<file path="src/source/cart_config.svh">
// Build-time constants of the cartridge memory subsystem.
// Include in every module that sizes the store or decodes the header.

`ifndef CART_CONFIG_SVH
`define CART_CONFIG_SVH

// word address width of the store, the top bit selects the RAM half
`define CART_STORE_AW 21

// data width of one store word, two byte lanes
`define CART_STORE_DW 16

// header word addresses in the download stream
// type byte $147 sits in the odd lane of word 'ha3
`define CART_HDR_TYPE_WADDR 24'ha3
// ROM size $148 in the even lane, RAM size $149 in the odd lane
`define CART_HDR_SIZE_WADDR 24'ha4

// ROM bank register value after reset
`define CART_RESET_ROM_BANK 5'd1

`endif

</file>
<file path="src/source/cart_pkg.sv">
// Shared types of the cartridge memory subsystem.
// Holds the two views of the 16-bit cartridge address and the
// memory-map enums used by the mapper and the header capture.

`default_nettype none

package cart_pkg;

   // ----------------------------------------------------------------------
   // cartridge memory map
   // ----------------------------------------------------------------------

   // 8K regions selected by cart_addr[15:13]
   typedef enum logic [2:0] {
      reg_ram_enable = 3'b000,
      reg_rom_bank   = 3'b001,
      reg_ram_bank   = 3'b010,
      reg_mode       = 3'b011,
      ext_ram        = 3'b101
   } cart_region_e;

   // mapper family, decoded from header byte $147
   typedef enum logic {
      mbc_none = 1'b0,
      mbc_one  = 1'b1
   } mbc_kind_e;

   // one cartridge address seen two ways
   typedef union packed {
      // 16K areas, area 0 is the fixed bank, area 1 the switchable one
      struct packed {
         logic [1:0]  area;
         logic [13:0] offset;
      } rom_view;
      // 8K regions, the register windows and the external RAM window
      struct packed {
         cart_region_e region;
         logic [12:0]  offset;
      } ram_view;
   } cart_addr_u;

endpackage

`default_nettype wire

</file>
<file path="src/source/header_capture.sv">
// Watches the download port and keeps the cartridge header bytes.
// Turns the MBC type into a mapper kind and the size bytes into the
// bank masks that give mirroring on small cartridges.

`timescale 1ns/10ps
`default_nettype none

`include "cart_config.svh"

module header_capture import cart_pkg::*; (
   input  wire logic        clk64,
   input  wire logic        reset,
   input  wire logic        dio_download,
   input  wire logic        dio_write,
   input  wire logic [23:0] dio_addr,
   input  wire logic [15:0] dio_data,
   output mbc_kind_e        mbc_kind,
   output logic      [6:0]  rom_mask,
   output logic      [1:0]  ram_mask
);

   logic [7:0] mbc_type_q;
   logic [7:0] rom_size_q;
   logic [7:0] ram_size_q;

   // image is stored word-wide, so header byte addresses are halved
   always_ff @(posedge clk64) begin
      if (reset) begin
         mbc_type_q <= 8'h00;
         rom_size_q <= 8'h00;
         ram_size_q <= 8'h00;
      end else if (dio_download && dio_write) begin
         if (dio_addr == `CART_HDR_TYPE_WADDR)
            mbc_type_q <= dio_data[7:0];
         if (dio_addr == `CART_HDR_SIZE_WADDR)
            {rom_size_q, ram_size_q} <= dio_data;
      end
   end

   // types 1..3 are MBC1, MBC1+RAM and MBC1+RAM+battery
   assign mbc_kind = (mbc_type_q >= 8'd1 && mbc_type_q <= 8'd3) ? mbc_one : mbc_none;

   // size n means 2^(n+1) banks of 16K
   always_comb begin
      if (rom_size_q == 8'd0)
         rom_mask = 7'h03;
      else if (rom_size_q >= 8'd6)
         rom_mask = 7'h7f;
      else
         rom_mask = 7'h7f >> (3'd6 - rom_size_q[2:0]);
   end

   // only the 32K size has four banks, smaller RAMs never bank
   assign ram_mask = (ram_size_q >= 8'd3) ? 2'b11 : 2'b00;

endmodule

`default_nettype wire

</file>
<file path="config.mk">
export PLATFORM = sky130hd
export DESIGN_NAME = header_capture
export DESIGN_NICKNAME = d
export VERILOG_FILES = /design/src/source/cart_pkg.sv /design/src/source/header_capture.sv
export VERILOG_INCLUDE_DIRS = /design/src /design/src/source
export SDC_FILE = /design/constraint.sdc
export NUM_CORES = 1
export LEC_CHECK = 0
export BUFFER_PORTS_ARGS = -buffer_cell sky130_fd_sc_hd__buf_2
export CORE_UTILIZATION = 44
export CTS_BUF_LIST = sky130_fd_sc_hd__clkbuf_4
export DETAILED_ROUTE_END_ITERATION = 6
export PLACE_DENSITY_LB_ADDON = 0.3
export SETUP_SLACK_MARGIN = 0.15
export SLEW_MARGIN = 20
export SYNTH_ARGS = -nofsm -noshare
export SYNTH_HDL_FRONTEND = slang
export SYNTH_SLANG_ARGS = --single-unit
</file>
<file path="constraint.sdc">
create_clock -name clk64 -period 1.3 [get_ports clk64]
set_input_delay 0.13 -clock clk64 [delete_from_list [all_inputs] [get_ports clk64]]
set_output_delay 0.13 -clock clk64 [all_outputs]
set_load 0.05 [all_outputs]
</file>
Word level (Yosys, flattened, before mapping)
Index checks and enable logic that the tools add are counted.
Widths: inputs -> output; s select.
Storage, ports and cells
  flip-flop bits (word level): 24
  latch bits: 0
  bits in writable memories: 0
  bits in read-only memories: 0
  output and inout bits: 10
  word-level logic and storage cells: 20
  memories: 0
Operators by class
  add/sub/neg operators: 1
  multipliers: 0
  div/mod/pow operators: 0
  magnitude comparators: 4
  equal/unequal tests: 2
  shift-type cells: 1
  muxes and demuxes: 4
  bitwise operators: 0
  reduce and logical (&&, ||, !) cells: 5
Operator list (count)
  $eq 24x8->1 const B: 2
  $mux 7: 2
  $ge 8x1->1 const B: 1
  $ge 8x2->1 const B: 1
  $ge 8x3->1 const B: 1
  $le 8x2->1 const B: 1
  $logic_not 8->1: 1
  $shr 7x3->7 const A: 1
  $reduce_and 2->1: 2
  $sub 3x3->3 const A: 1
  $logic_and 1x1->1: 2
  $mux 2: 1
  $mux 1: 1

Logic depth before layout (Yosys ltp)
  depth in word-level cells: 4
  depth in mapped cells: 6

Worst setup path after synthesis
Ideal clock, no wire load.
  path kind: reg2out
  start: register mbc_type_q[4]
  end: output port mbc_kind
  arrival: 2.246 ns
  required time: 1.170 ns
  path slack: -1.076 ns
  cell stages (with the launch flop): 3
  path buffers: 0
  cells stage by stage: dfxtp_1 > or4_1 > nor4_1
Between the ends
  longest elaborated chain between the ends: 3
  elaborated cells on any way between the ends: 4
  classes of those cells: order compare (2); mux (1); reduce/logical (1)
RTL lines
  start, declared: RTL line header_capture.sv:22  | logic [7:0] mbc_type_q;
  start signal, assigned: RTL line header_capture.sv:34  | mbc_type_q <= dio_data[7:0];
  $ge 8x1->1 or $le 8x2->1 (tied branches): RTL line header_capture.sv:41  | assign mbc_kind = (mbc_type_q >= 8'd1 && mbc_type_q <= 8'd3) ? mbc_one : mbc_none;
  $logic_and 1x1->1 (*): RTL line header_capture.sv:41
  $mux 1 (*): RTL line header_capture.sv:41
  end, declared: RTL line header_capture.sv:17  | output mbc_kind_e mbc_kind,
Mark *: on every way between the ends. The rest lies on a longest branch, timed or not.

Final worst setup path
  start: register rom_size_q[5]
  end: output port rom_mask[1]
Between the ends
  longest elaborated chain between the ends: 3
  elaborated cells on any way between the ends: 4
  classes of those cells: order compare (1); mux (2); reduce/logical (1)
RTL lines
  start, declared: RTL line header_capture.sv:23  | logic [7:0] rom_size_q;
  start signal, assigned: RTL line header_capture.sv:36  | {rom_size_q, ram_size_q} <= dio_data;
  $ge 8x3->1: RTL line header_capture.sv:47  | else if (rom_size_q >= 8'd6)
  $mux 7: RTL line header_capture.sv:47
  $mux 7 (*): RTL line header_capture.sv:45  | if (rom_size_q == 8'd0)
  end, declared: RTL line header_capture.sv:18  | output logic [6:0] rom_mask,
Marks and branches as above.

==> summary.md <==
| Metric | Value |
|---|---|
| Yosys top cell by area | dfxtp_1 |
| Clock skew | 0 ns |
| DR iter-0 viols | 75 |
| Power per cell area | 605.7 nW/um^2 |
| Fill cells | 241 |
| CTS tree | done |
| Worst Path Arrival | 1.93 ns |
| Synthesized instance count | 155 |
| Static Leak | 0.7476 nW |
| Most frequent cells in the layout | 43 x buf_2, 25 x nand4_1, 24 x o21ai_0, 24 x a21oi_1, 19 x dfxtp_1 |
| CP Launch Type | register |
| Hpwl dp | 2662 um |
| Area share of the largest cell type after synthesis | 36.54% |
| Max-cap violations | 0 |
| Final non-filler cell total | 245 |
| Setup WS post-layout | -0.7635 ns |
| Synth cell types | 33 |
| Core box area | 2805 sq um |
| Post-CTS Hold Buffers | 0 |
| Fmax | 484.6 MHz |
| Clk pin slew, worst setup/hold paths | 0.12 ns |
| Failing checks | design-rule violations, negative setup slack |
| Final Max Slew Viols | 0 |
| Most common cell after layout, fill and taps aside | buf_2 |
| Critical path, cell by cell | or4_4 -> nor2_4 -> nand3_2 -> or3_4 -> buf_8 |
| Die width | 56.67 um |
| Fin util | 68.47% |
| Worst slew margin | 70.87% |
| Die area | 3211 sq um |
| Slowest stage delay, CP | 0.56 ns |
| CTS Root Cell | clkbuf_4 |
| Cts bufs inserted | 3 |
| Yosys warns | 0 |
| Storage cell area | 486.7 sq um |
| WL per Instance | 14.66 um |
| Worst EP required | 1.17 ns |
| Status | finished with violations |
| Post-layout instance area | 1921 sq um |
| Count of final setup violators | 10 |
| Final min period | 2.064 ns |
| Crit path capture type | primary output |
| Global-route wire length before repair | 5927 um |
| Register area share after synthesis | 36.54% |
| Crit path kind | register to primary output |
| Post-Place Cells | 241 |
| Syn Std Cell Area | 1315 sq um |
| #FFs+latches synth | 24 |
| GPL Wtd Cong | 0.7960 |
| All-Layer GR Usage | 23.26% |
| Vias in the first global route | 1317 |
| Final Hold Vio Count | 0 |
| Clk Latency, worst-skew pair | 0.31 ns |
| IO Port Bufs | 53 |
| # diodes | 0 |
| Detailed Routing Iterations Pass 1 | 6 |
| WHS | 0.06555 ns |
| Largest net degree at the start of global routing | 25 |
| Final WL | 3592 um |
| Die Y | 56.67 um |
| Deepest clock path buffer count | 2 |
| Total grt overflow | 0 |
| Max FO, Critical Path | 2 |
| Starting density of the core | 46.88% |
| Clock Sinks | 24 |
| Worst slack at placement | -0.4420 ns |
| Syn Area/Cell | 8.484 sq um |
| Multi-input logic area | 869.6 sq um |
| Final #Nets | 265 |
| H-tree Lvls | 1 |
| I/O pins | 54 |
| Tot Pwr | 1.163 mW |
| Routed Antenna Nets | 0 |
| Post-DP Area | 1789 sq um |
| Setup TNS | -5.486 ns |
| DRC Markers | 6 |
| Final period util | 158.7% |
| RSZ-0062 raised after global routing | yes |
| VDD IR max | 504.1 uV |
| Fraction of layout cells with a size suffix above 1 | 49.53% |
| Crit-path slowest cell | or4_4 |
| HP Class | input port to register |
| Avg Vias per Cell | 5.816 |
| Initial antenna violation count | 0 |
| Slew @ Worst Pin | 0.4369 ns |
| Syn-to-layout area delta | 46.05% |
| Via count | 1425 |
| # rows | 19 |
| Net Count, Synth | 204 |
| Synth top area cells | dfxtp_1 37%, nand4_1 12%, a21oi_1 11% |
[metal layers]
metal,GRT usage (%),wire length (um),share of wire [%],vias up
li1,-,-,-,709
met1,31.28,1582,44,662
met2,38.27,1736,48,50
met3,5.300,245,6.8,4
met4,4.286,27,0.75,0
met5,0,0,0,-
[worst max-delay path: cells and delay by family (launching register included)]
family | cells | cell delay, ns
and+or+nand+nor | 4 | 1.14
DFF | 1 | 0.34
buffers and inverters | 1 | 0.16
[worst paths after layout]
kind | from | end | slack, ns | depth (start not counted)
max | rom_size_q[5] | rom_mask[1] | -0.76 | 5
min | dio_data[11] | rom_size_q[3] | 0.07 | 3
min reg2reg | ram_size_q[6] | ram_size_q[6] | 0.49 | 2
max reg2reg | rom_size_q[2] | rom_size_q[2] | 0.46 | 3
[report_power, final]
part           switching, mW  internal (mW)  total [mW]
registers       0.0000000119          0.735       0.735
clock network          0.204          0.108       0.313
logic                 0.0564         0.0595       0.116
total                  0.261          0.903        1.16
[Yosys cell counts, drive strengths merged]
| cell type | number |
|---|---|
| o21ai | 25 |
| nor2 | 2 |
| or4 | 2 |
| nand2 | 1 |
| o21ba | 1 |
| a21oi | 28 |
| dfxtp | 24 |
| and2b | 1 |
| inv | 4 |
| a211oi | 1 |
| and4 | 1 |
| and3b | 1 |
| ha | 5 |
| and4bb | 2 |
| and2 | 2 |
| nor3b | 1 |
| nor4 | 5 |
| buf | 7 |
| nand2b | 3 |
| nor3 | 2 |
| clkbuf | 7 |
| nand4 | 25 |
| nand3 | 4 |
| or3 | 1 |
[registers in the layout, indices dropped and copies added (netlist names)]
signal / cells
mbc_type_q: 8
rom_size_q: 8
ram_size_q: 8
[area by class of cell]
cell class	instances	area share [%]
well taps	31	2.020
multi-input cells	113	45.28
flip-flops and latches	24	25.34
clock buffers	3	1.173
inverters	4	0.7818
repair buffers	70	25.41
[kinds of logic (layout without fill, tap and decap cells)]
group	Yosys count	after routing	synth area share, %
AO/OA/AOI/OAI	55	55	21.50
buffers and inverters	18	77	7.516
adder cells (fa/ha/maj)	5	5	4.757
AND/OR/NAND/NOR	53	53	29.69
flip-flops	24	24	36.54
[timing repair]
item	CTS	global route
buffers inserted	0	1
pin swaps	1	3
setup endpoints to repair	10	10
gates cloned	0	0
gates resized for setup	27	4
No activity file was read; power rests on OpenSTA's default activity.
