**config.mk**
```make
export PLATFORM = sky130hd
export DESIGN_NAME = mem_arbiter
export DESIGN_NICKNAME = d
export VERILOG_FILES = /design/src/source/mem_arbiter.sv
export VERILOG_INCLUDE_DIRS = /design/src /design/src/source
export SDC_FILE = /design/constraint.sdc
export NUM_CORES = 1
export LEC_CHECK = 0
export ABC_AREA = 1
export BUFFER_PORTS_ARGS = -buffer_cell sky130_fd_sc_hd__buf_2
export CAP_MARGIN = 20
export CORE_UTILIZATION = 41
export DETAILED_ROUTE_END_ITERATION = 16
export PLACE_DENSITY = 0.77
export SLEW_MARGIN = 10
export SYNTH_ARGS = -nofsm -noshare
export SYNTH_HDL_FRONTEND = slang
export SYNTH_SLANG_ARGS = --single-unit
export TNS_END_PERCENT = 1
```
**constraint.sdc**
```tcl
create_clock -name clk64 -period 2.9 [get_ports clk64]
set_input_delay 0.725 -clock clk64 [delete_from_list [all_inputs] [get_ports clk64]]
set_output_delay 0.725 -clock clk64 [all_outputs]
set_load 0.1 [all_outputs]
```
**src/source/cart_config.svh**
```systemverilog
// Build-time constants of the cartridge memory subsystem.
// Include in every module that sizes the store or decodes the header.

`ifndef CART_CONFIG_SVH
`define CART_CONFIG_SVH

// word address width of the store, the top bit selects the RAM half
`define CART_STORE_AW 21

// data width of one store word, two byte lanes
`define CART_STORE_DW 16

// header word addresses in the download stream
// type byte $147 sits in the odd lane of word 'ha3
`define CART_HDR_TYPE_WADDR 24'ha3
// ROM size $148 in the even lane, RAM size $149 in the odd lane
`define CART_HDR_SIZE_WADDR 24'ha4

// ROM bank register value after reset
`define CART_RESET_ROM_BANK 5'd1

`endif

```
**src/source/mem_arbiter.sv**
```systemverilog
// Shares the single store port among download, cartridge and save.
// Each peer owns a one-entry pending slot, a request is granted in
// its own cycle when free and otherwise waits in the slot.
// Priority is download, cartridge, save.

`timescale 1ns/10ps
`default_nettype none

`include "cart_config.svh"

module mem_arbiter (
   input  wire logic                        clk64,
   input  wire logic                        reset,
   input  wire logic                        dio_write,
   input  wire logic [23:0]                 dio_addr,
   input  wire logic [15:0]                 dio_data,
   input  wire logic                        cart_req_rd,
   input  wire logic                        cart_req_wr,
   input  wire logic [`CART_STORE_AW-1:0]   cart_req_addr,
   input  wire logic [1:0]                  cart_req_be,
   input  wire logic [15:0]                 cart_req_data,
   input  wire logic                        sav_rd,
   input  wire logic [12:0]                 sav_addr,
   output logic                             rsp_cart_valid,
   output logic                             sav_valid,
   output logic      [`CART_STORE_DW-1:0]   rsp_data,
   output logic      [`CART_STORE_DW-1:0]   sav_data,
   output logic                             mem_en,
   output logic                             mem_we,
   output logic      [`CART_STORE_AW-1:0]   mem_addr,
   output logic      [`CART_STORE_DW/8-1:0] mem_be,
   output logic      [`CART_STORE_DW-1:0]   mem_wdata,
   input  wire logic [`CART_STORE_DW-1:0]   mem_rdata
);

   localparam int AW = `CART_STORE_AW;
   localparam int DW = `CART_STORE_DW;
   localparam int BW = DW / 8;
   // request word is {we, be, addr, data}
   localparam int RW = 1 + BW + AW + DW;
   localparam logic [AW-1:0] RAM_SEL = AW'(1) << (AW - 1);

   logic [2:0]    strobe;
   logic [2:0]    want;
   logic [2:0]    gnt;
   logic [2:0]    pend_q;
   logic [RW-1:0] req_in [3];
   logic [RW-1:0] slot_q [3];
   logic [RW-1:0] cur    [3];
   logic [RW-1:0] sel;
   logic          cart_tag_q;
   logic          sav_tag_q;

   // peer 0 download, peer 1 cartridge, peer 2 save
   assign strobe    = {sav_rd, cart_req_rd || cart_req_wr, dio_write};
   assign req_in[0] = {1'b1, {BW{1'b1}}, dio_addr[AW-1:0], dio_data};
   assign req_in[1] = {cart_req_wr, cart_req_be, cart_req_addr, cart_req_data};
   // save reads always hit the RAM half
   assign req_in[2] = {1'b0, {BW{1'b1}}, RAM_SEL | AW'(sav_addr), {DW{1'b0}}};

   // a waiting slot stands in for its peer, a fresh strobe bypasses it
   always_comb begin
      for (int i = 0; i < 3; i++) begin
         want[i] = pend_q[i] || strobe[i];
         cur[i]  = pend_q[i] ? slot_q[i] : req_in[i];
      end
   end

   // fixed priority
   assign gnt[0] = want[0];
   assign gnt[1] = want[1] && !want[0];
   assign gnt[2] = want[2] && !want[1] && !want[0];

   always_comb begin
      sel = '0;
      for (int i = 0; i < 3; i++)
         if (gnt[i])
            sel = cur[i];
   end

   assign mem_en = |gnt;
   assign {mem_we, mem_be, mem_addr, mem_wdata} = sel;

   // ----------------------------------------------------------------------
   // pending slots
   // ----------------------------------------------------------------------

   always_ff @(posedge clk64) begin
      if (reset)
         pend_q <= 3'b000;
      else
         pend_q <= want & ~gnt;
   end

   always_ff @(posedge clk64) begin
      for (int i = 0; i < 3; i++)
         if (strobe[i] && !pend_q[i])
            slot_q[i] <= req_in[i];
   end

   // ----------------------------------------------------------------------
   // response routing
   // ----------------------------------------------------------------------

   // cartridge writes are tagged too, the mapper needs their completion
   always_ff @(posedge clk64) begin
      if (reset) begin
         cart_tag_q <= 1'b0;
         sav_tag_q  <= 1'b0;
         sav_valid  <= 1'b0;
      end else begin
         cart_tag_q <= gnt[1];
         sav_tag_q  <= gnt[2];
         sav_valid  <= sav_tag_q;
      end
   end

   // save data is held until the host takes the next one
   always_ff @(posedge clk64) begin
      if (sav_tag_q)
         sav_data <= mem_rdata;
   end

   assign rsp_cart_valid = cart_tag_q;
   assign rsp_data       = mem_rdata;

   // one cartridge request word carries either a read or a write
   a_one_cart_kind: assert property (@(posedge clk64) disable iff (reset)
      !(cart_req_rd && cart_req_wr));

   // peers keep at most one request in flight
   a_no_overwrite: assert property (@(posedge clk64) disable iff (reset)
      (strobe & pend_q) == 3'b000);

endmodule

`default_nettype wire

```
* After elaboration in Yosys (flattened, before gate mapping)
Memory sizes are Yosys's and may differ from the RTL's.
Cells that the tools add are included.
** Storage, ports and cells
- Bits in registers :: 22
- Memory bits (writable) :: 120
- Input port bits :: 114
- Output and inout bits :: 75
- Word-level logic and storage cells :: 36
- Memories kept :: 1
** Memories
- slot_q :: depth 3, width 40, read ports 3, clocked after Yosys merged registers in 0, wr ports 3, line mem_arbiter.sv:48 : logic [RW-1:0] slot_q [3];
** Operators by class
- Muxes and demuxes :: 12
- Bitwise operators :: 2
- Reductions and logical operators :: 16
** Operator list (count)
- $mux W40 :: 6
- $logic_and A1 B1 Y1 :: 6
- $mux W1 :: 6
- $logic_not A1 Y1 :: 5
- $logic_or A1 B1 Y1 :: 4
- $and A3 B3 Y3 :: 1
- $not A3 Y3 :: 1
- $reduce_or A3 Y1 :: 1

* Depth between registers and ports, before layout
Gate-level depths: netlist of run 1.
- Depth in word-level cells :: 7
- Depth in mapped cells :: 9
- Mapped depth without buffers :: 7

* Worst setup path before layout of run 1
OpenSTA, ideal clock, no wires.
- Path kind :: in2out
- Start :: in dio_write
- End :: out mem_addr[18]
- Arrival time :: 3.078 ns
- Data required time :: 2.175 ns
- Setup slack :: -0.903 ns
- Stages on the path :: 3
- Path buffers :: 0
- Cell sequence :: inv_2 > nand2_4 > o21ai_0
** On the way
- Longest elaborated chain between the ends :: 5
- Elaborated cells on any way between the ends :: 7
- Those cells by class :: mux: 3; reduce/logical: 4
** Ends and longest elaborated chain
- start: declaration :: line mem_arbiter.sv:14 : input wire logic dio_write,
- $logic_or A1 B1 Y1 * :: line mem_arbiter.sv:64 : want[i] = pend_q[i] || strobe[i];
- $logic_not A1 Y1 :: line mem_arbiter.sv:71, mem_arbiter.sv:72
- $logic_and A1 B1 Y1 :: line mem_arbiter.sv:71 : assign gnt[1] = want[1] && !want[0];
- $mux W40 :: line mem_arbiter.sv:77 : if (gnt[i])
- $mux W40 * :: line mem_arbiter.sv:77
- end: declaration :: line mem_arbiter.sv:30 : output logic [`CART_STORE_AW-1:0] mem_addr,
Every way passes the cells marked *; elsewhere a longest branch is shown, timed or not.

* Final worst setup path of run 1
- Start :: in cart_req_wr
- End :: out mem_addr[19]
** On the way
- Longest elaborated chain between the ends :: 6
- Elaborated cells on any way between the ends :: 8
- Those cells by class :: mux: 2; reduce/logical: 6
** Ends and longest elaborated chain
- start: declaration :: line mem_arbiter.sv:18 : input wire logic cart_req_wr,
- $logic_or A1 B1 Y1 * :: line mem_arbiter.sv:55 : assign strobe = {sav_rd, cart_req_rd || cart_req_wr, dio_write};
- $logic_or A1 B1 Y1 * :: line mem_arbiter.sv:64
- $logic_not A1 Y1 :: line mem_arbiter.sv:72 : assign gnt[2] = want[2] && !want[1] && !want[0];
- $logic_and A1 B1 Y1 (2 in series) :: line mem_arbiter.sv:72
- $mux W40 * :: line mem_arbiter.sv:77
Marks and branches as above.

==> impl_metrics.tcl, run 1 <==
set metrics [dict create \
    setup_viol_count_final 0 \
    drt_first_pass_iters 4 \
    rsz0062_at_grt "false" \
    synthesis.nets 512 \
    path_clk_slew_ns 0.08 \
    fin_crit_ns 2.68 \
    ctsResizeCount 0 \
    ys_seq_area_share_pct 58.4 \
    endpoint_kind "primary output" \
    start_util_pct 42.5 \
    overflow 0 \
    design_area_mm2 0.00514 \
    cts_root_buffer "clkbuf_8" \
    synth_edf_count 69 \
    layout.nets 680 \
    hpwl_mm 6.68 \
    worst_pin_slew_ns 0.689 \
    clock.fmax_mhz 373 \
    skew_ns 0.0131 \
    total_power_mw 3.20 \
    finalHoldViolCount 0 \
    syn_inst 398 \
    gp_congestion 0.771 \
    power.density_mw_per_mm2 622 \
    setup_ws_ns 0.223 \
    grt_pass1_wl_mm 14.3 \
    irDropWorstVdd_v 0.000280 \
    yosysMostFrequentCell "nand2_1" \
    grt_usage_pct 19.3 \
    synthDistinctLibCells 21 \
    yosys-top-cells-count "164 x nand2_1, 69 x edfxtp_1, 30 x inv_1" \
    cts_tree "built" \
    dieArea_mm2 0.00946 \
    cts_made_buffers 9 \
    slew_headroom_pct 54.0 \
    power_leakage_nw 2.45 \
    busiest_layer "met2" \
    pin_count 189 \
    vias_per_cell 4.69 \
    synth_area_leaders "edfxtp_1 56%, nand2_1 17%, a21boi_0 4.6%" \
    fp.dieH_um 97.3 \
    ys_seq_elements 74 \
    clock_latency_ns 0.35 \
    first_global_vias 2952 \
    clock_sinks 74 \
    maxCapViolCount 0 \
    die_w_um 97.3 \
    yosys.area.top_type_share_pct 55.7 \
    place_area_mm2 0.00490 \
    maxSlewViolCount 0 \
    postSynthAreaPerCell_um2 9.35 \
    fin_tns_setup_ns 0 \
    antenna_cells 0 \
    drive_gt1_share_pct 38.5 \
    grt_use_met3_pct 6.33 \
    dpl_worst_slack_ns 0.209 \
    met2_usage_pct 31.5 \
    synth-async-reset-ratio_pct 0 \
    cts_max_path_buffers 2 \
    core_mm2 0.00876 \
    fin_crit_sh_pct 92.3 \
    vias 3186 \
    worst-endpoint-arrival_ns 1.95 \
    wirelength_mm 8.92 \
    min_path_type "primary input to flop" \
    antenna_found_initial 0 \
    drc 0 \
    placementRows 34 \
    synth_top_cell_by_area "edfxtp_1" \
    drtIter0Drc 142 \
    grt_start_max_net_pins 39 \
    io_buffers 185 \
    antenna_left 0 \
    synth_area_mm2 0.00372 \
    critPathKind "primary input to primary output" \
    use_met1_pct 24.7 \
    run_status "completed" \
    crit_fanout 26 \
    nFillCells 764 \
    cp.required_ns 2.17 \
    areaGrowthSynthToFinish_pct 38.1 \
    cts_setup_buffers 0 \
    wl_per_cell_um 13.1 \
    htreeDepth 3 \
    startpoint_type "primary input" \
    synth_warnings 0 \
    ys.flop_type "edfxtp_1" \
    cts_hold_buffers 0 \
]
worst paths after layout:
| check | startpoint | to | slack (ns) | cells past startpoint |
|---|---|---|---|---|
| max | cart_req_wr | mem_addr[19] | 0.22 | 6 |
| min | cart_req_data[9] | slot_q[0][49]$_DFFE_PP_ | 0.56 | 1 |
| max reg2reg | pend_q[1]$_SDFF_PP0_ | slot_q[0][67]$_DFFE_PP_ | 1.37 | 3 |
| min reg2reg | pend_q[1]$_SDFF_PP0_ | pend_q[2]$_SDFF_PP0_ | 0.68 | 4 |
flip-flops by register name (all words and copies together) (netlist names):
signal	flops
slot_q	53
sav_data	16
pend_q	2
rsp_cart_valid	1
sav_tag_q	1
sav_valid	1
worst max-delay path, stage by stage:
cell	delay, ns
buf_2	0.12
nor2_4	0.07
nand2_4	0.16
nand2_4	0.21
o21ai_1	0.20
buf_2	0.44
logic make-up after synthesis:
group                  after synthesis  synth area share, %
DFF                                 74                 58.4
AOI/OAI and AO/OA                   61                 9.88
buffers and inverters               69                 10.4
and+or+nand+nor                    194                 21.4
metrics by stage:
step	util (%)	hold slack (ns)	std cells
after floorplan	-	0.643	398
after CTS	58.7	0.546	679
final	58.7	0.560	679
after global placement	55.9	0.665	663
after detailed placement	55.9	0.675	663
after global routing	58.7	0.526	679
metal layers:
layer	part of all wire (%)	vias up
met5	0	-
met4	0.94	0
met3	8.0	8
met2	47	148
met1	44	1410
li1	-	1620
cell type report:
class	count	area (um^2)	area share, %
Clock buffer	10	128	2.48
Clock inverter	6	115	2.24
Inverter	32	123	2.39
Multi-Input combinational cell	255	1190	23.2
Sequential cell	74	2170	42.2
Tap cell	108	135	2.63
Timing Repair Buffer	194	1280	24.8
layout by cell type, fill, tap and decap left out, types with 2 or more instances in the layout:
cell,synthesis,routed
clkbuf_8,0,9
nor2_4,2,4
a21boi_0,23,23
o21ai_1,18,24
buf_4,19,8
inv_1,30,30
dfxtp_1,5,5
bufinv_16,0,3
o21a_4,0,2
buf_2,12,167
nand3_1,16,16
buf_12,0,19
nor2_1,7,6
nand2_1,164,164
nand2_4,2,2
o21ai_0,18,12
edfxtp_1,69,69
where the power goes:
part | switching, mW | internal, mW
clock | 0.391 | 0.576
sequential | 0.0166 | 1.24
combinational | 0.729 | 0.247
(Power assumes the default switching activity.)
==> run 2: changes to the inputs <==
- ABC_AREA: 1 -> unset
- CORE_ASPECT_RATIO: unset -> 0.75
- PLACE_DENSITY: 0.77 -> 0.78
- SLEW_MARGIN: 10 -> 20
==> run 2 against run 1 <==
Against the previous run: worst setup slack lost 0.24 ns; hold slack gained 0.026 ns; the flow now finishes with violations (negative setup slack); largest power group unchanged; first-iteration DRC count shrank 11%; clock skew shrank 0.0088 ns; critical endpoint is now mem_addr[5]; clock power grew 30%; register-to-register slack lost 0.08 ns; power grew 15%; wire length grew 6.6%; highest routed layer unchanged; non-clock buffer count grew 11.
==> impl_metrics.tcl, run 2 <==
set metrics [dict create \
    synth_top_cell_by_area "edfxtp_1" \
    htreeDepth 3 \
    postSynthAreaPerCell_um2 12.9 \
    worst_pin_slew_ns 0.690 \
    start_util_pct 42.6 \
    ys_seq_area_share_pct 59.8 \
    worst-endpoint-arrival_ns 2.19 \
    cp.required_ns 2.17 \
    critPathKind "primary input to primary output" \
    fin_crit_ns 2.92 \
    ys.flop_type "edfxtp_1" \
    drtIter0Drc 126 \
    rsz0062_at_grt "true" \
    finalHoldViolCount 0 \
    yosysMostFrequentCell "edfxtp_1" \
    layout_commonest_cell "buf_2" \
    run_status "finished with violations" \
    drc 0 \
    wl_met2_mm 5.00 \
    layout_common_cells "144 x buf_2, 69 x edfxtp_1, 51 x mux2i_1" \
    grt_start_max_net_pins 30 \
    top_register "slot_q" \
    r2r_slack_ns 1.29 \
    core_mm2 0.00853 \
    setup_ws_ns -0.0189 \
    topRoutingLayerUsed "met4" \
    clock.fmax_mhz 343 \
    antenna_left 0 \
    synth_warnings 0 \
    irDropWorstVdd_v 0.000545 \
    vias 2879 \
    io_buffers 185 \
    syn_inst 282 \
    synth_area_leaders "edfxtp_1 57%, mux2i_1 14%, o21ai_0 4.0%" \
    grt_usage_pct 21.5 \
    drt-met1-wl_mm 3.76 \
    fin_crit_sh_pct 101 \
    maxCapViolCount 0 \
    wirelength_mm 9.51 \
    vias_per_cell 5.01 \
    cts_root_buffer "clkbuf_16" \
    grt_pass1_wl_mm 15.4 \
    cts_made_buffers 9 \
    maxSlewViolCount 0 \
    path_clk_slew_ns 0.06 \
    synth-async-reset-ratio_pct 0 \
    antenna_found_initial 0 \
    yosys.area.top_type_share_pct 57.1 \
    synthesis.nets 396 \
    total_power_mw 3.68 \
    layout.nets 576 \
    die_w_um 111 \
    wl_met3_um 640 \
    slew_headroom_pct 53.9 \
    setup_viol_count_final 2 \
    nFillCells 628 \
    wl_per_cell_um 16.5 \
    synth_edf_count 69 \
    drive_gt1_share_pct 57.8 \
    min_path_type "primary input to flop" \
    crit_fanout 16 \
    largest_reg_flops 53 \
    cts_tree "built" \
    dieArea_mm2 0.00924 \
    synthDistinctLibCells 26 \
    yosys-top-cells-count "69 x edfxtp_1, 51 x mux2i_1, 36 x nand2_1" \
    clock_sinks 74 \
    ys_seq_elements 74 \
    antenna_cells 0 \
    gp_congestion 0.788 \
    endpoint_kind "primary output" \
    first_global_vias 3033 \
    hpwl_mm 7.25 \
    cts_max_path_buffers 2 \
    fp.dieH_um 83.5 \
    placementRows 29 \
    overflow 0 \
    pin_count 189 \
    dpl_worst_slack_ns -0.0710 \
    power.density_mw_per_mm2 644 \
    power_leakage_nw 2.42 \
    startpoint_type "primary input" \
    violations "negative setup slack" \
    clock_latency_ns 0.33 \
    skew_ns 0.00432 \
    areaGrowthSynthToFinish_pct 57.6 \
    cts_hold_buffers 0 \
    reg_top3 "slot_q x53, sav_data x16, pend_q x2" \
    drt_first_pass_iters 4 \
    synth_area_mm2 0.00363 \
]
-- run 2: kinds of logic after synthesis --
| group | after synthesis | share of synthesized area [%] |
|---|---|---|
| AO/OA/AOI/OAI | 53 | 10.8 |
| flip-flops | 74 | 59.8 |
| buffers and inverters | 38 | 6.58 |
| multiplexers | 52 | 14.4 |
| AND/OR/NAND/NOR | 65 | 8.38 |
-- run 2: critical path: stages --
cell       delay, ns
buf_6           0.09
or4_4           0.69
o21ai_1         0.25
a2bb2oi_2       0.22
buf_12          0.20
-- run 2: layout make-up --
| type | instances | area (um^2) | share of cell area (%) |
|---|---|---|---|
| tap | 108 | 135 | 2.36 |
| timing repair buffer | 205 | 1710 | 29.9 |
| multi-input combinational | 170 | 1350 | 23.6 |
| clock inverter | 7 | 118 | 2.06 |
| sequential | 74 | 2170 | 38.0 |
| inverter | 2 | 7.51 | 0.131 |
| clock buffer | 9 | 225 | 3.94 |
-- run 2: repair_timing --
item                       in CTS  in global routing
gates resized for setup         6                  2
pin swaps                       2                  0
setup buffers                   1                  0
setup endpoints to repair      16                 22
-- run 2: power breakdown --
group	switching, mW	internal [mW]	total [mW]
Clock	0.416	0.839	1.26
Sequential	0.0195	1.24	1.26
Combinational	0.775	0.393	1.17
-- run 2: worst paths after layout --
path / start / cells after the start / end
max: cart_req_wr / 5 / mem_addr[5]
min: mem_rdata[7] / 1 / sav_data[7]$_DFFE_PP_
max reg2reg: pend_q[1]$_SDFF_PP0_ / 3 / slot_q[0][72]$_DFFE_PP_
min reg2reg: pend_q[1]$_SDFF_PP0_ / 3 / pend_q[1]$_SDFF_PP0_
-- run 2: stage by stage --
stage / setup TNS, ns / hold slack (ns) / utilization [%] / cells / area (um^2)
after global placement: -0.0450 / 0.747 / 62.8 / 558 / 5350
after floorplan: -12.24 / 0.690 / - / 282 / 3750
after detailed placement: -0.403 / 0.767 / 62.8 / 558 / 5350
after CTS: -0.0186 / 0.574 / 67.0 / 575 / 5710
after global routing: -0.453 / 0.569 / 67.1 / 575 / 5720
final: -0.0226 / 0.587 / 67.1 / 575 / 5720
-- run 2: metal layers --
metal,vias to the layer above,GRT usage (%)
met5,-,0
met4,0,5.82
met3,11,6.39
met2,124,38.6
li1,1398,-
met1,1346,25.1
==> run 3: changes to the inputs <==
- CORE_ASPECT_RATIO: 0.75 -> unset
- RECOVER_POWER: unset -> 50
- SKIP_LAST_GASP: unset -> 1
==> run 3 against run 2 <==
Against the previous run: the run now ends clean; maximum frequency up 1.0%; highest routed layer unchanged; global-route usage down 1.7 points; combinational power about the same.
==> impl_metrics.tcl, run 3 (synthesis gave the netlist of run 2 again) <==
set metrics [dict create \
    wirelength_mm 9.23 \
    power.density_mw_per_mm2 592 \
    crit_fanout 9 \
    fin_crit_sh_pct 99.6 \
    critPathKind "primary input to primary output" \
    critical_path_depth 5 \
    clock_sinks 74 \
    drt_first_pass_iters 4 \
    htreeDepth 3 \
    top_register "slot_q" \
    drtIter0Drc 70 \
    drive_gt1_share_pct 50.4 \
    endpoint_kind "primary output" \
    met2_usage_pct 35.3 \
    reg_top3 "slot_q x53, sav_data x16, pend_q x2" \
    cts_made_buffers 9 \
    dieArea_mm2 0.00923 \
    core_mm2 0.00838 \
    layout_common_cells "111 x buf_2, 69 x edfxtp_1, 51 x mux2i_1" \
    areaGrowthSynthToFinish_pct 51.4 \
    worst_pin_slew_ns 0.749 \
    grt_start_max_net_pins 37 \
    gp_congestion 0.718 \
    cp_top_family "simple AND/OR/NAND/NOR gates" \
    cts_tree "built" \
    power_leakage_nw 2.24 \
    layout_commonest_cell "buf_2" \
    fp.dieH_um 96.1 \
    run_status "completed" \
    placed_cells_incl_taps 554 \
    path_cells "buf_2 -> or4_4 -> o21ai_0 -> a2bb2oi_2 -> buf_12" \
    cp.required_ns 2.17 \
    min_path_type "primary input to flop" \
    use_met1_pct 22.0 \
    path_clk_slew_ns 0.09 \
    layout.nets 575 \
    first_global_vias 2772 \
    vias_per_cell 5.05 \
    wl_per_cell_um 16.2 \
    start_util_pct 43.3 \
    setup_viol_count_final 0 \
    crit_slowest_cell "or4_4" \
    drc 0 \
    total_power_mw 3.25 \
    hold_path_depth 1 \
    fin_crit_ns 2.89 \
    clock.fmax_mhz 346 \
    placementRows 33 \
    maxCapViolCount 0 \
    finalHoldViolCount 0 \
    hpwl_mm 6.96 \
    maxSlewViolCount 0 \
    startpoint_type "primary input" \
    antenna_cells 0 \
    grt_pass1_wl_mm 13.4 \
    r2r_cells 3 \
    slew_headroom_pct 50.0 \
    irDropWorstVdd_v 0.000345 \
    clock_latency_ns 0.35 \
    busiest_layer "met2" \
    cts_max_path_buffers 2 \
    vias 2881 \
    pin_count 189 \
    io_buffers 185 \
    skew_ns 0.00940 \
    cts_root_buffer "clkbuf_8" \
    cpPeakStageDelay_ns 0.64 \
    die_w_um 96.1 \
    antenna_found_initial 0 \
    overflow 0 \
    grt_usage_pct 19.8 \
    antenna_left 0 \
    cp.buffers_inverters 2 \
    largest_reg_flops 53 \
    worst-endpoint-arrival_ns 2.16 \
    grt_use_met3_pct 5.77 \
    final_cells 571 \
    rsz0062_at_grt "true" \
]
[run 3: cell types whose count changed in the layout (fill, tap and decap cells not counted), sizes merged]
cell | previous run | this run
clkinvlp | 0 | 2
clkbuf | 9 | 42
inv | 2 | 6
bufinv | 3 | 1
clkinv | 4 | 0
buf | 205 | 170
or4 | 1 | 2
[run 3: per-layer routing]
layer  vias to the layer above  wire, um
li1                       1396         -
met1                      1350      3450
met2                       121      4870
met3                        14       784
met4                         0       126
met5                         -         0
[run 3: path summary, 6_finish.rpt]
kind	end	start	slack, ns
setup / recovery	mem_addr[3]	cart_req_wr	0.01
hold / removal	sav_data[12]$_DFFE_PP_	mem_rdata[12]	0.54
setup reg to reg	slot_q[0][41]$_DFFE_PP_	pend_q[1]$_SDFF_PP0_	1.30
hold reg to reg	sav_tag_q$_SDFF_PP0_	pend_q[1]$_SDFF_PP0_	0.71
[run 3: cell type report]
cell class,count,area (um^2)
Tap cell,105,131
Fill cell,641,2890
Inverter,2,7.51
Sequential cell,74,2170
Clock inverter,7,82.6
Multi-Input combinational cell,171,1360
Timing Repair Buffer,203,1620
Clock buffer,9,124
[run 3: metrics by stage]
stage               util [%]  setup slack (ns)  area [um^2]  hold slack [ns]  TNS (ns)
global placement        63.4           -0.0195         5320            0.730   -0.0795
detailed placement      63.4           -0.0532         5320            0.737    -0.291
global route            65.5           -0.0310         5490            0.531   -0.0549
CTS                     65.9           -0.0351         5530            0.528    -0.163
finish                  65.5            0.0102         5490            0.545         0
floorplan                  -            -0.444         3750            0.690    -12.24
[run 3: worst reg2reg max path: stages, from the launching register on]
cell and delay (ns):
dfxtp_2 0.36, buf_4 0.23, nor2_4 0.20, buf_4 0.44
[run 3: timing repair]
item                       in CTS  in global routing
gates resized for setup         1                  4
pin swaps                       0                  1
cloned                          0                  1
setup endpoints to repair      14                 13
hold buffers                    0                  0
buffers inserted                0                  0
[run 3: power by group]
group | internal (mW) | switching (mW) | total, mW | leakage, nW
sequential | 1.24 | 0.0184 | 1.26 | 0.708
combinational | 0.381 | 0.770 | 1.15 | 1.43
clock | 0.412 | 0.431 | 0.843 | 0.0988
