$ cat src/source/cart_config.svh
// Build-time constants of the cartridge memory subsystem.
// Include in every module that sizes the store or decodes the header.

`ifndef CART_CONFIG_SVH
`define CART_CONFIG_SVH

// word address width of the store, the top bit selects the RAM half
`define CART_STORE_AW 21

// data width of one store word, two byte lanes
`define CART_STORE_DW 16

// header word addresses in the download stream
// type byte $147 sits in the odd lane of word 'ha3
`define CART_HDR_TYPE_WADDR 24'ha3
// ROM size $148 in the even lane, RAM size $149 in the odd lane
`define CART_HDR_SIZE_WADDR 24'ha4

// ROM bank register value after reset
`define CART_RESET_ROM_BANK 5'd1

`endif

$ cat src/source/cart_pkg.sv
// Shared types of the cartridge memory subsystem.
// Holds the two views of the 16-bit cartridge address and the
// memory-map enums used by the mapper and the header capture.

`default_nettype none

package cart_pkg;

   // ----------------------------------------------------------------------
   // cartridge memory map
   // ----------------------------------------------------------------------

   // 8K regions selected by cart_addr[15:13]
   typedef enum logic [2:0] {
      reg_ram_enable = 3'b000,
      reg_rom_bank   = 3'b001,
      reg_ram_bank   = 3'b010,
      reg_mode       = 3'b011,
      ext_ram        = 3'b101
   } cart_region_e;

   // mapper family, decoded from header byte $147
   typedef enum logic {
      mbc_none = 1'b0,
      mbc_one  = 1'b1
   } mbc_kind_e;

   // one cartridge address seen two ways
   typedef union packed {
      // 16K areas, area 0 is the fixed bank, area 1 the switchable one
      struct packed {
         logic [1:0]  area;
         logic [13:0] offset;
      } rom_view;
      // 8K regions, the register windows and the external RAM window
      struct packed {
         cart_region_e region;
         logic [12:0]  offset;
      } ram_view;
   } cart_addr_u;

endpackage

`default_nettype wire

$ cat src/source/mbc1_mapper.sv
// MBC1 bank mapper between the console's cartridge bus and the arbiter.
// Register writes and blocked RAM writes finish locally, reads and
// enabled RAM writes become one request towards the shared store.
// cart_done ends every accepted access.

`timescale 1ns/10ps
`default_nettype none

`include "cart_config.svh"

module mbc1_mapper import cart_pkg::*; (
   input  wire logic                      clk64,
   input  wire logic                      reset,
   input  wire logic                      dio_download,
   input  wire cart_addr_u                cart_addr,
   input  wire logic                      cart_rd,
   input  wire logic                      cart_wr,
   input  wire logic [7:0]                cart_di,
   input  wire mbc_kind_e                 mbc_kind,
   input  wire logic [6:0]                rom_mask,
   input  wire logic [1:0]                ram_mask,
   input  wire logic                      rsp_cart_valid,
   input  wire logic [15:0]               rsp_data,
   output logic      [7:0]                cart_do,
   output logic                           cart_done,
   output logic                           cart_req_rd,
   output logic                           cart_req_wr,
   output logic      [`CART_STORE_AW-1:0] cart_req_addr,
   output logic      [1:0]                cart_req_be,
   output logic      [15:0]               cart_req_data
);

   localparam logic [`CART_STORE_AW-1:0] RAM_SEL = `CART_STORE_AW'(1) << (`CART_STORE_AW - 1);

   logic [4:0] rom_bank_q;
   logic [1:0] ram_bank_q;
   logic       ram_en_q;
   logic       mode_q;
   logic       busy_q;
   logic       odd_q;
   logic       accept_rd;
   logic       accept_wr;
   logic       is_ram;
   logic       is_reg;
   logic       reg_wr;
   logic [6:0] rom_bank;
   logic [1:0] ram_bank;
   logic [6:0] bank;

   // the bus is owned by the download while an image loads
   assign accept_rd = cart_rd && !dio_download;
   assign accept_wr = cart_wr && !dio_download;

   assign is_ram = cart_addr.ram_view.region == ext_ram;
   // everything below 8000 is a register window on writes
   assign is_reg = !cart_addr.rom_view.area[1];
   assign reg_wr = accept_wr && is_reg && mbc_kind == mbc_one;

   // ----------------------------------------------------------------------
   // control registers
   // ----------------------------------------------------------------------

   always_ff @(posedge clk64) begin
      if (reset) begin
         rom_bank_q <= `CART_RESET_ROM_BANK;
         ram_bank_q <= 2'd0;
         ram_en_q   <= 1'b0;
         mode_q     <= 1'b0;
      end else if (reg_wr) begin
         case (cart_addr.ram_view.region)
            reg_ram_enable: ram_en_q <= cart_di[3:0] == 4'ha;
            // bank 0 cannot be selected into the switchable window
            reg_rom_bank:   rom_bank_q <= (cart_di[4:0] == 5'd0) ? 5'd1 : cart_di[4:0];
            reg_ram_bank:   ram_bank_q <= cart_di[1:0];
            reg_mode:       mode_q <= cart_di[0];
            default:        ;
         endcase
      end
   end

   // ----------------------------------------------------------------------
   // address translation
   // ----------------------------------------------------------------------

   // mode 0 lends the RAM bank bits to the ROM bank, mode 1 to the RAM
   assign rom_bank = {mode_q ? 2'b00 : ram_bank_q, rom_bank_q} & rom_mask;
   assign ram_bank = (mode_q ? ram_bank_q : 2'b00) & ram_mask;

   always_comb begin
      if (mbc_kind == mbc_none)
         bank = {6'd0, cart_addr.rom_view.area[0]};
      else if (cart_addr.rom_view.area == 2'b01)
         bank = rom_bank;
      else
         bank = 7'd0;
   end

   always_comb begin
      if (is_ram)
         cart_req_addr = RAM_SEL | `CART_STORE_AW'({ram_bank, cart_addr.ram_view.offset[12:1]});
      else
         cart_req_addr = `CART_STORE_AW'({bank, cart_addr.rom_view.offset[13:1]});
   end

   // even byte lives in the high lane
   assign cart_req_be   = cart_addr.rom_view.offset[0] ? 2'b01 : 2'b10;
   assign cart_req_data = {cart_di, cart_di};
   assign cart_req_rd   = accept_rd;
   assign cart_req_wr   = accept_wr && is_ram && ram_en_q;

   // ----------------------------------------------------------------------
   // completion
   // ----------------------------------------------------------------------

   always_ff @(posedge clk64) begin
      if (reset) begin
         cart_done <= 1'b0;
         busy_q    <= 1'b0;
      end else begin
         // locally finished writes end one cycle after the strobe
         cart_done <= (accept_wr && !cart_req_wr) || rsp_cart_valid;
         busy_q    <= (busy_q && !cart_done) || accept_rd || accept_wr;
      end
   end

   // lane of the outstanding access, picked when the word returns
   always_ff @(posedge clk64) begin
      if (accept_rd || accept_wr)
         odd_q <= cart_addr.rom_view.offset[0];
      if (rsp_cart_valid)
         cart_do <= odd_q ? rsp_data[7:0] : rsp_data[15:8];
   end

   a_done_has_access: assert property (@(posedge clk64) disable iff (reset)
      cart_done |-> busy_q);

   a_one_outstanding: assert property (@(posedge clk64) disable iff (reset)
      (cart_rd || cart_wr) |-> !busy_q);

endmodule

`default_nettype wire

$ cat config.mk
export PLATFORM = sky130hd
export DESIGN_NAME = mbc1_mapper
export DESIGN_NICKNAME = d
export VERILOG_FILES = /design/src/source/cart_pkg.sv /design/src/source/mbc1_mapper.sv
export VERILOG_INCLUDE_DIRS = /design/src /design/src/source
export SDC_FILE = /design/constraint.sdc
export NUM_CORES = 1
export LEC_CHECK = 0
export BUFFER_PORTS_ARGS = -buffer_cell sky130_fd_sc_hd__buf_2
export CAP_MARGIN = 20
export CORE_UTILIZATION = 38
export CTS_CLUSTER_DIAMETER = 40
export DETAILED_ROUTE_END_ITERATION = 6
export HOLD_SLACK_MARGIN = 0.06
export PLACE_DENSITY = 0.9
export SYNTH_ARGS = -nofsm -noshare
export SYNTH_HDL_FRONTEND = slang
export SYNTH_SLANG_ARGS = --single-unit
export TNS_END_PERCENT = 30
$ cat constraint.sdc
create_clock -name clk64 -period 1.41 [get_ports clk64]
set_input_delay 0.0705 -clock clk64 [delete_from_list [all_inputs] [get_ports clk64]]
set_output_delay 0.0705 -clock clk64 [all_outputs]
set_load 0.02 [all_outputs]
After elaboration in Yosys (flattened, before gate mapping)
Index checks and enable logic that the tools add are counted.

word-level totals
  flip-flop bits (word level) = 19
  bits of input ports = 56
  output and inout bits = 50
  word-level logic and storage cells = 41

cells by class
  equal/unequal tests = 6
  muxes and demuxes = 8
  bitwise logic cells = 2
  reduce and logical (&&, ||, !) cells = 18

operators by type and width
  cell                                            number
  2-to-1 mux 21 bit                               1
  2-to-1 mux 7 bit                                2
  2-to-1 mux 8 bit                                1
  AND reduction 2 bit                             4
  AND 7 bit                                       1
  logical AND 1 bit                               7
  == test 3 x 2 -> 1 bit (second input constant)  2
  2-to-1 mux 2 bit                                3
  zero test 5 bit                                 1
  2-to-1 mux 5 bit                                1
  == test 4 bit (second input constant)           1
  == test 3 x 1 -> 1 bit (second input constant)  1
  == test 3 bit (second input constant)           1
  zero test 1 bit                                 3
  zero test 3 bit                                 1
  AND 2 bit                                       1
  == test 2 x 1 -> 1 bit (second input constant)  1
  logical OR 1 bit                                2

Depth between registers and ports, before layout
Gate-level depths: netlist of the first run.

  depth in word-level cells = 7
  depth in mapped cells = 3
  depth with buffers taken out = 3

Worst setup path after synthesis of the first run
OpenSTA, ideal clock, no wires.

  path type = reg2reg
  start = reg odd_q
  end = reg cart_do[0] (data pin)
  setup time = 0.260 ns
  data arrival time = 0.799 ns
  data required time = 1.150 ns
  slack = 0.351 ns
  stages on the path, launching flop included = 3
  buffers on the path = 1
  period minus slack after synthesis = 1.059 ns
  cell sequence = edfxtp_1 buf_2 mux2_2

on the way
  longest elaborated chain between the ends = 1

ends and longest elaborated chain
  what                    RTL line            text
  from (decl)             mbc1_mapper.sv:40   logic odd_q;
  from (signal assigned)  mbc1_mapper.sv:129  odd_q <= cart_addr.rom_view.offset[0];
  2-to-1 mux 8 bit        mbc1_mapper.sv:131  cart_do <= odd_q ? rsp_data[7:0] : rsp_data[15:8];
  to (signal assigned)    mbc1_mapper.sv:131
  to (decl)               mbc1_mapper.sv:24   output logic [7:0] cart_do,

Every way passes these cells.
A chain may end at the register's enable or synchronous reset.

Worst setup path after layout of the first run
  start = reg rom_bank_q[0]
  end = out cart_req_addr[13]

on the way
  longest elaborated chain between the ends = 4

ends and longest elaborated chain
  what                    RTL line           text
  from (decl)             mbc1_mapper.sv:35  logic [4:0] rom_bank_q;
  from (signal assigned)  mbc1_mapper.sv:65  rom_bank_q <= `CART_RESET_ROM_BANK;
  from (signal assigned)  mbc1_mapper.sv:73  reg_rom_bank: rom_bank_q <= (cart_di[4:0] == 5'd0) ? 5'd1 : cart_di[4:0];
  AND 7 bit               mbc1_mapper.sv:86  assign rom_bank = {mode_q ? 2'b00 : ram_bank_q, rom_bank_q} & rom_mask;
  2-to-1 mux 7 bit        mbc1_mapper.sv:92  else if (cart_addr.rom_view.area == 2'b01)
  2-to-1 mux 7 bit        mbc1_mapper.sv:90  if (mbc_kind == mbc_none)
  2-to-1 mux 21 bit       mbc1_mapper.sv:99  if (is_ram)
  to (decl)               mbc1_mapper.sv:28  output logic [`CART_STORE_AW-1:0] cart_req_addr,

Every way passes these cells.

==> flow_metrics.tcl, run 1 <==
set metrics [dict create \
    status "complete, no violations" \
    grt_pass1_vias 904 \
    end_kind "primary output" \
    syn_area_um2 1240 \
    grt_max_degree 17 \
    clock_skew_ns 0.000738 \
    areaGrowthSynthToFinish_pct 16.6 \
    synth_top_area_share_pct 21.7 \
    wl_per_cell_um 12.8 \
    drtAntennaViolNets 0 \
    setup_violations 0 \
    numCtsBuffers 3 \
    min_to "rom_bank_q[4]" \
    dp_hpwl_mm 2.15 \
    hold_class "input pin to flip-flop" \
    antenna_found_initial 0 \
    slew_headroom_pct 79.0 \
    clock-sinks 19 \
    viasPerCell 4.61 \
    drive_gt1_share_pct 57.1 \
    finalMaxSlewViolations 0 \
    fmaxAchievable_ghz 0.793 \
    coreArea_um2 3080 \
    place_congestion 0.651 \
    drc 0 \
    period_share_pct 89.4 \
    rsz0062_at_grt "no" \
    layout_min_cycle_time_ns 1.26 \
    cts_tree "built" \
    dieArea_um2 3510 \
    rows 20 \
    multiInputGateArea_um2 520 \
    port_buffers 72 \
    nNetsFinal 218 \
    min_from "cart_di[4]" \
    hold_viol_final 0 \
    drtIter0Drc 14 \
    vias 945 \
    cts_buffer_depth 2 \
    r2r_start "odd_q" \
    worstPathArrival_ns 1.19 \
    antennaDiodeCount 0 \
    register_area_um2 470 \
    synth.distinct_cells 31 \
    initial_core_util_pct 40.4 \
    maxCapViolations 0 \
    instances_no_fill 205 \
    reg2reg_depth 1 \
    synth_edf_count 9 \
    ys_async_sr_fraction_pct 0 \
    layout_commonest_cell "buf_2" \
    gr-total-overflow 0 \
    ioPinCount 106 \
    synth_flop_cell "dfxtp_1" \
    grt_pass1_wl_mm 3.97 \
    clk_pin_slew_ns 0.11 \
    start_kind "flip-flop" \
    fp.dieW_um 59.2 \
    synth_area_leaders "edfxtp_1 22%, buf_4 18%, dfxtp_1 16%, mux2_2 7.2%, mux2i_1 6.4%" \
    avgSynthCellArea_um2 10.6 \
    p_leak_uw 0.000723 \
    layout_common_cells "72 x buf_2, 12 x nand2b_1, 10 x dfxtp_1" \
    die_height_um 59.2 \
    ff2ff_setup_slack_ns 0.25 \
    synth_nets 173 \
    cts_root_buffer "clkbuf_4" \
    vdd_drop_max_mv 0.343 \
    synth_area_leader_cell "edfxtp_1" \
    fill_cells 302 \
    ys_ff_latch 19 \
    firstDrtPassIters 4 \
    path_class "flip-flop to primary output" \
    synthCells 117 \
    clock_latency_ns 0.29 \
    power_density_nw_per_um2 789 \
    hold_path_depth 3 \
    r2r_end "cart_do[0]" \
    worstPathRequired_ns 1.34 \
    ys_seq_area_share_pct 37.8 \
    tns_ns 0 \
    grtUsageTotal_pct 15.2 \
    critPathMaxFanout 2 \
    dp.cells 200 \
    h-tree-depth 1 \
    wl_mm 2.63 \
    tightest_slew_ns 0.315 \
    ys_warn_count 0 \
]
## logic make-up (layout without fill, tap and decap cells)
family | count (synthesis) | in the layout | synth area share [%]
buffers and inverters | 35 | 79 | 20.3
DFF | 19 | 19 | 37.8
muxes | 16 | 16 | 13.7
AOI/OAI and AO/OA | 6 | 6 | 4.63
and+or+nand+nor | 41 | 41 | 23.5
## state kept, by name, indices dropped and copies added, names as in the netlist
| name | count |
|---|---|
| cart_do | 8 |
| rom_bank_q | 5 |
| ram_bank_q | 2 |
| cart_done | 1 |
| mode_q | 1 |
| odd_q | 1 |
| ram_en_q | 1 |
## power by group
| group | internal, µW | switching (µW) |
|---|---|---|
| clock network | 110 | 166 |
| registers | 606 | 11.4 |
| logic | 117 | 134 |
| total | 832 | 312 |
## critical path: stages (launching register included)
cell      delay, ns
dfxtp_1        0.35
nand3b_1       0.08
a21boi_1       0.19
a41o_1         0.12
buf_2          0.15
## routing by layer
metal / global-route usage [%] / up-vias / wire length [µm]
met3: 4.80 / 6 / 295
met2: 30.3 / 64 / 1320
met5: 0 / - / 0
li1: - / 467 / -
met4: 5.10 / 0 / 21
met1: 14.3 / 408 / 998
## how the worst max path moves through the flow
stage	start	slack, ns	to
floorplan	odd_q	0.35	cart_do[0]
global route	rom_bank_q[0]	0.06	cart_req_addr[13]
CTS	rom_bank_q[0]	0.06	cart_req_addr[13]
global placement	odd_q	0.29	cart_do[0]
detailed placement	odd_q	0.24	cart_do[0]
finish	rom_bank_q[0]	0.15	cart_req_addr[13]
## through the flow
stage | worst slack, ns | total power [µW] | hold slack (ns) | cell area (µm²) | utilization (%)
5_1_grt | 0.0589 | 1210 | 0.0605 | 1450 | 47.1
4_1_cts | 0.0607 | 1150 | 0.0695 | 1450 | 47.1
6_report | 0.149 | 1140 | 0.0710 | 1450 | 47.1
3_3_place_gp | 0.293 | 874 | 0.141 | 1410 | 45.9
3_5_place_dp | 0.241 | 882 | 0.141 | 1410 | 45.9
2_1_floorplan | 0.351 | 859 | 0.169 | 1240 | -
## cell usage after synthesis, types with 2 or more instances
| library cell | instances |
|---|---|
| mux2i_1 | 8 |
| inv_1 | 2 |
| edfxtp_1 | 9 |
| and3b_2 | 2 |
| nand2b_1 | 12 |
| dfxtp_1 | 10 |
| buf_4 | 30 |
| and3_1 | 7 |
| a21boi_0 | 3 |
| and2b_1 | 2 |
| nor2_1 | 5 |
| mux2_2 | 8 |
## area by class of cell
class	instances	area share (%)
Sequential cell	19	32.4
Multi-Input combinational cell	63	35.9
Inverter	2	0.518
Clock buffer	4	1.81
Tap cell	44	3.80
Timing Repair Buffer	73	25.5
## repair_timing
| action | 4_1_cts | 5_1_grt |
|---|---|---|
| hold buffers | 1 | 0 |
| hold endpoints to repair | 1 | 0 |
| setup buffers | 0 | 0 |
| resized for setup | 0 | 1 |
| setup endpoints to repair | 0 | 1 |
Power figures use the tool's default switching activity.
==> inputs of run 2 (changes only) <==
CORE_UTILIZATION = 34   (was 38)
PLACE_DENSITY = 0.86   (was 0.9)
clock period = 1.1 ns   (was 1.41 ns; I/O delays follow)
==> flow_metrics.tcl, run 2 (synthesis gave the netlist of run 1 again) <==
set metrics [dict create \
    cts_root_buffer "clkbuf_4" \
    setup_violations 11 \
    vdd_drop_max_mv 0.525 \
    fp.dieW_um 62.5 \
    h-tree-depth 1 \
    grt_max_degree 17 \
    crit_family "flip-flops" \
    nNetsFinal 236 \
    instances_no_fill 225 \
    ioPinCount 106 \
    top_regs "cart_do: 8 flops, rom_bank_q: 5 flops, ram_bank_q: 2 flops" \
    cpMaxStageDelayCell "edfxtp_1" \
    antenna_found_initial 0 \
    grt_pass1_vias 1003 \
    coreArea_um2 3420 \
    layout_commonest_cell "buf_2" \
    fmaxAchievable_ghz 0.843 \
    critPathMaxFanout 8 \
    cts_tree "built" \
    grt_pass1_wl_mm 4.66 \
    worstPathRequired_ns 1.16 \
    crit_buf_inv 0 \
    m1WireLength_mm 1.11 \
    dp.cells 203 \
    grtUsageTotal_pct 15.7 \
    clock_latency_ns 0.29 \
    numCtsBuffers 3 \
    reg2reg_depth 1 \
    end_kind "flip-flop" \
    violations "negative setup slack" \
    firstDrtPassIters 4 \
    initial_core_util_pct 36.4 \
    maxCapViolations 0 \
    hold_path_depth 2 \
    dr_wl_met3_um 334 \
    cp_cell_sequence "mux2_2" \
    wl_mm 3.17 \
    period_share_pct 108 \
    status "finished with violations" \
    dp_slack_ns -0.0537 \
    rsz0062_at_grt "yes" \
    clk_pin_slew_ns 0.10 \
    cpPeakStageDelay_ns 0.57 \
    fin_ws_ns -0.0862 \
    drive_gt1_share_pct 55.3 \
    fill_cells 318 \
    die_height_um 62.5 \
    wl_per_cell_um 14.1 \
    gr-total-overflow 0 \
    clock-sinks 19 \
    hold_viol_final 0 \
    clock_skew_ns 0.000419 \
    slew_headroom_pct 76.6 \
    drtIter0Drc 26 \
    p_leak_uw 0.000815 \
    largest_reg_flops 8 \
    tightest_slew_ns 0.351 \
    layout_min_cycle_time_ns 1.19 \
    layout_common_cells "68 x buf_2, 18 x dlygate4sd3_1, 12 x nand2b_1" \
    port_buffers 72 \
    hold_class "input pin to flip-flop" \
    drc 0 \
    dieArea_um2 3900 \
    rows 21 \
    cts_buffer_depth 2 \
    place_congestion 0.759 \
    worstPathArrival_ns 1.24 \
    power_density_nw_per_um2 914 \
    vias 1020 \
    antennaDiodeCount 0 \
    wl_met2_mm 1.61 \
    regMostFlops "cart_do" \
    path_class "flip-flop to flip-flop" \
    drtAntennaViolNets 0 \
    dr.max_layer_used "met4" \
    viasPerCell 4.53 \
    start_kind "flip-flop" \
    crit_cells 1 \
    finalMaxSlewViolations 0 \
    areaGrowthSynthToFinish_pct 34.2 \
    cts_setup_buffers 0 \
]
==> run 2: area by class of cell <==
cell class	count	area [µm²]	share of cell area, %
Tap cell	46	57.6	3.45
Inverter	2	7.51	0.450
Clock inverter	1	5.00	0.300
Timing Repair Buffer	91	569	34.1
Clock buffer	3	22.5	1.35
Sequential cell	19	475	28.5
Multi-Input combinational cell	63	532	31.9
==> run 2: path summary, 6_finish.rpt <==
kind                    start          to  slack (ns)
setup / recovery        odd_q  cart_do[2]       -0.09
hold / removal    rsp_data[2]  cart_do[2]        0.08
setup reg to reg        odd_q  cart_do[2]       -0.09
hold reg to reg      ram_en_q   cart_done        0.47
==> run 2: metal layers <==
layer / up-vias / GRT usage (%)
met5: - / 0
met4: 0 / 7.85
met3: 12 / 6.39
met2: 71 / 30.3
met1: 435 / 13.7
li1: 502 / -
==> run 2: power by group <==
| group | leakage (µW) | switching, µW | total, µW | internal, µW |
|---|---|---|---|---|
| registers | 0.000170 | 15.8 | 792 | 776 |
| logic | 0.000628 | 188 | 389 | 201 |
| clock network | 0.0000177 | 210 | 345 | 135 |
| total | 0.000815 | 414 | 1530 | 1110 |
==> run 2: repair_timing <==
| item | in CTS | in global routing |
|---|---|---|
| endpoints found under the setup margin | 12 | 13 |
| hold buffers | 17 | 1 |
| pin swaps | 4 | 1 |
| gates resized for setup | 12 | 4 |
| endpoints found under the hold margin | 11 | 1 |
==> run 2: per-stage QoR <==
stage | instance area (µm²) | total power (µW) | utilization [%] | hold slack [ns] | setup TNS (ns)
after floorplan | 1240 | 1100 | - | 0.154 | 0
after global placement | 1420 | 1130 | 41.7 | 0.110 | -0.130
after detailed placement | 1420 | 1130 | 41.7 | 0.110 | -0.371
after CTS | 1650 | 1540 | 48.2 | 0.0603 | -0.637
after global routing | 1670 | 1610 | 48.9 | 0.0627 | -1.26
final | 1670 | 1530 | 48.9 | 0.0754 | -0.672
==> inputs of run 3 (changes only) <==
--- a/config.mk
+++ b/config.mk
@@ -9,3 +9,2 @@
 export BUFFER_PORTS_ARGS = -buffer_cell sky130_fd_sc_hd__buf_2
-export CAP_MARGIN = 20
 export CORE_UTILIZATION = 34
@@ -15,2 +14,3 @@
 export PLACE_DENSITY = 0.86
+export SKIP_LAST_GASP = 1
 export SYNTH_ARGS = -nofsm -noshare
==> constraint.sdc (replaced) <==
create_clock -name clk64 -period 1.1 [get_ports clk64]
set_input_delay 0 -clock clk64 [delete_from_list [all_inputs] [get_ports clk64]]
set_output_delay 0 -clock clk64 [all_outputs]
set_load 0.02 [all_outputs]
==> flow_metrics.tcl, run 3 (synthesis gave the netlist of run 1 again) <==
set metrics [dict create \
    rows 21 \
    die_height_um 62.5 \
    crit_buf_inv 1 \
    hold_class "input pin to flip-flop" \
    vdd_drop_max_mv 0.391 \
    layout_common_cells "70 x buf_2, 42 x dlygate4sd3_1, 12 x nand2b_1" \
    h-tree-depth 1 \
    crit_family "flip-flops" \
    cpPeakStageDelay_ns 0.34 \
    vias 1155 \
    clock_latency_ns 0.30 \
    fmaxAchievable_ghz 0.885 \
    areaGrowthSynthToFinish_pct 53.2 \
    gr-total-overflow 0 \
    antenna_found_initial 0 \
    slew_headroom_pct 72.1 \
    cts_tree "built" \
    critPathMaxFanout 2 \
    path_class "flip-flop to primary output" \
    clock_skew_ns 0.00307 \
    grtUsageTotal_pct 17.0 \
    grt_pass1_vias 1165 \
    clk_pin_slew_ns 0.11 \
    firstDrtPassIters 2 \
    cts_buffer_depth 2 \
    cpMaxStageDelayCell "dfxtp_2" \
    maxCapViolations 0 \
    wl_per_cell_um 13.6 \
    setup.worst_path.start "rom_bank_q[0]" \
    place_congestion 0.737 \
    coreArea_um2 3420 \
    drc 0 \
    setup_violations 2 \
    status "finished with violations" \
    dp.cells 202 \
    cp_cell_sequence "nand3b_1, a21boi_2, a41o_1, buf_6" \
    viasPerCell 4.64 \
    r2r_end "cart_do[4]" \
    power_density_nw_per_um2 872 \
    final_util_pct 55.8 \
    layout_min_cycle_time_ns 1.13 \
    fin_ws_ns -0.0297 \
    end_kind "primary output" \
    violations "negative setup slack" \
    start_kind "flip-flop" \
    largest_reg_flops 8 \
    drive_gt1_share_pct 48.8 \
    crit_cells 4 \
    hold_viol_final 0 \
    fill_cells 304 \
    ioPinCount 106 \
    period_share_pct 103 \
    tightest_slew_ns 0.417 \
    finalMaxSlewViolations 0 \
    holdWs_ns 0.0848 \
    reg2reg_depth 2 \
    dp_hpwl_mm 2.31 \
    drtAntennaViolNets 0 \
    ff2ff_setup_slack_ns 0.01 \
    rsz0062_at_grt "yes" \
    instances_no_fill 249 \
    top_regs "cart_do: 8 flops, rom_bank_q: 5 flops, ram_bank_q: 2 flops" \
    nNetsFinal 260 \
    initial_core_util_pct 36.4 \
    clock-sinks 19 \
    p_leak_uw 0.000904 \
    fp.dieW_um 62.5 \
    grt_pass1_wl_mm 5.17 \
    antennaDiodeCount 0 \
    port_buffers 72 \
    drtIter0Drc 33 \
    regMostFlops "cart_do" \
    worstPathRequired_ns 1.10 \
    layout_commonest_cell "buf_2" \
    cts_root_buffer "clkbuf_4" \
    crit_end "cart_req_addr[13]" \
    grt_max_degree 17 \
    dieArea_um2 3900 \
    r2r_start "odd_q" \
    numCtsBuffers 3 \
    wl_mm 3.39 \
    worstPathArrival_ns 1.13 \
]
[run 3: changes by cell type in the layout (fill, tap and decap cells not counted), moves of 2 or more]
cell | before | now
dlygate4sd3_1 | 18 | 42
dfxtp_2 | 4 | 1
mux2_4 | 2 | 0
mux2_2 | 6 | 8
buf_2 | 68 | 70
dfxtp_1 | 6 | 8
[run 3: worst min path at each step]
stage / start / to / slack, ns / cells past startpoint
after floorplan: cart_addr[0] / cart_req_be[1] / 0.08 / 1
after global placement: cart_addr[1] / cart_req_addr[0] / 0.0002 / 0
after detailed placement: cart_addr[1] / cart_req_addr[0] / 0.0002 / 0
after CTS: cart_addr[14] / rom_bank_q[3] / 0.08 / 3
after global routing: cart_addr[14] / rom_bank_q[3] / 0.08 / 3
final: cart_addr[14] / rom_bank_q[4] / 0.08 / 3
[run 3: layout make-up]
class | instances | area [µm²] | area share (%)
Multi-Input combinational cell | 63 | 537 | 28.2
Timing Repair Buffer | 115 | 801 | 42.0
Tap cell | 46 | 57.6 | 3.02
Sequential cell | 19 | 475 | 25.0
Clock inverter | 1 | 5.00 | 0.263
Clock buffer | 3 | 22.5 | 1.18
Inverter | 2 | 7.51 | 0.394
[run 3: metrics by stage]
| step | setup TNS [ns] | area [µm²] | setup WS [ns] | power [µW] |
|---|---|---|---|---|
| 3_3_place_gp | -0.132 | 1420 | -0.0170 | 1120 |
| 2_1_floorplan | 0 | 1240 | 0.0413 | 1100 |
| 4_1_cts | -0.144 | 1880 | -0.0558 | 1660 |
| 3_5_place_dp | -0.385 | 1420 | -0.0547 | 1130 |
| 6_report | -0.0419 | 1910 | -0.0297 | 1660 |
| 5_1_grt | -0.469 | 1910 | -0.0830 | 1740 |
[run 3: worst register-to-register path, stage by stage (launching register included)]
cell,delay (ns)
edfxtp_1,0.35
buf_4,0.16
mux2_2,0.35
[run 3: power breakdown]
part	internal (µW)	switching [µW]
clock	136	230
sequential	774	8.49
combinational	255	258
[run 3: repair_timing]
item	4_1_cts	5_1_grt
buffers inserted	1	0
endpoints found under the setup margin	12	13
hold endpoints to repair	45	0
resized for setup	2	10
hold buffers	42	0
pin swaps	1	2
[run 3: routing by layer]
layer,GRT usage (%),vias to the layer above,share of wire (%)
met3,5.11,5,8.8
met5,0,-,0
met4,4.36,0,0.80
li1,-,552,-
met1,16.3,517,38
met2,34.1,81,53
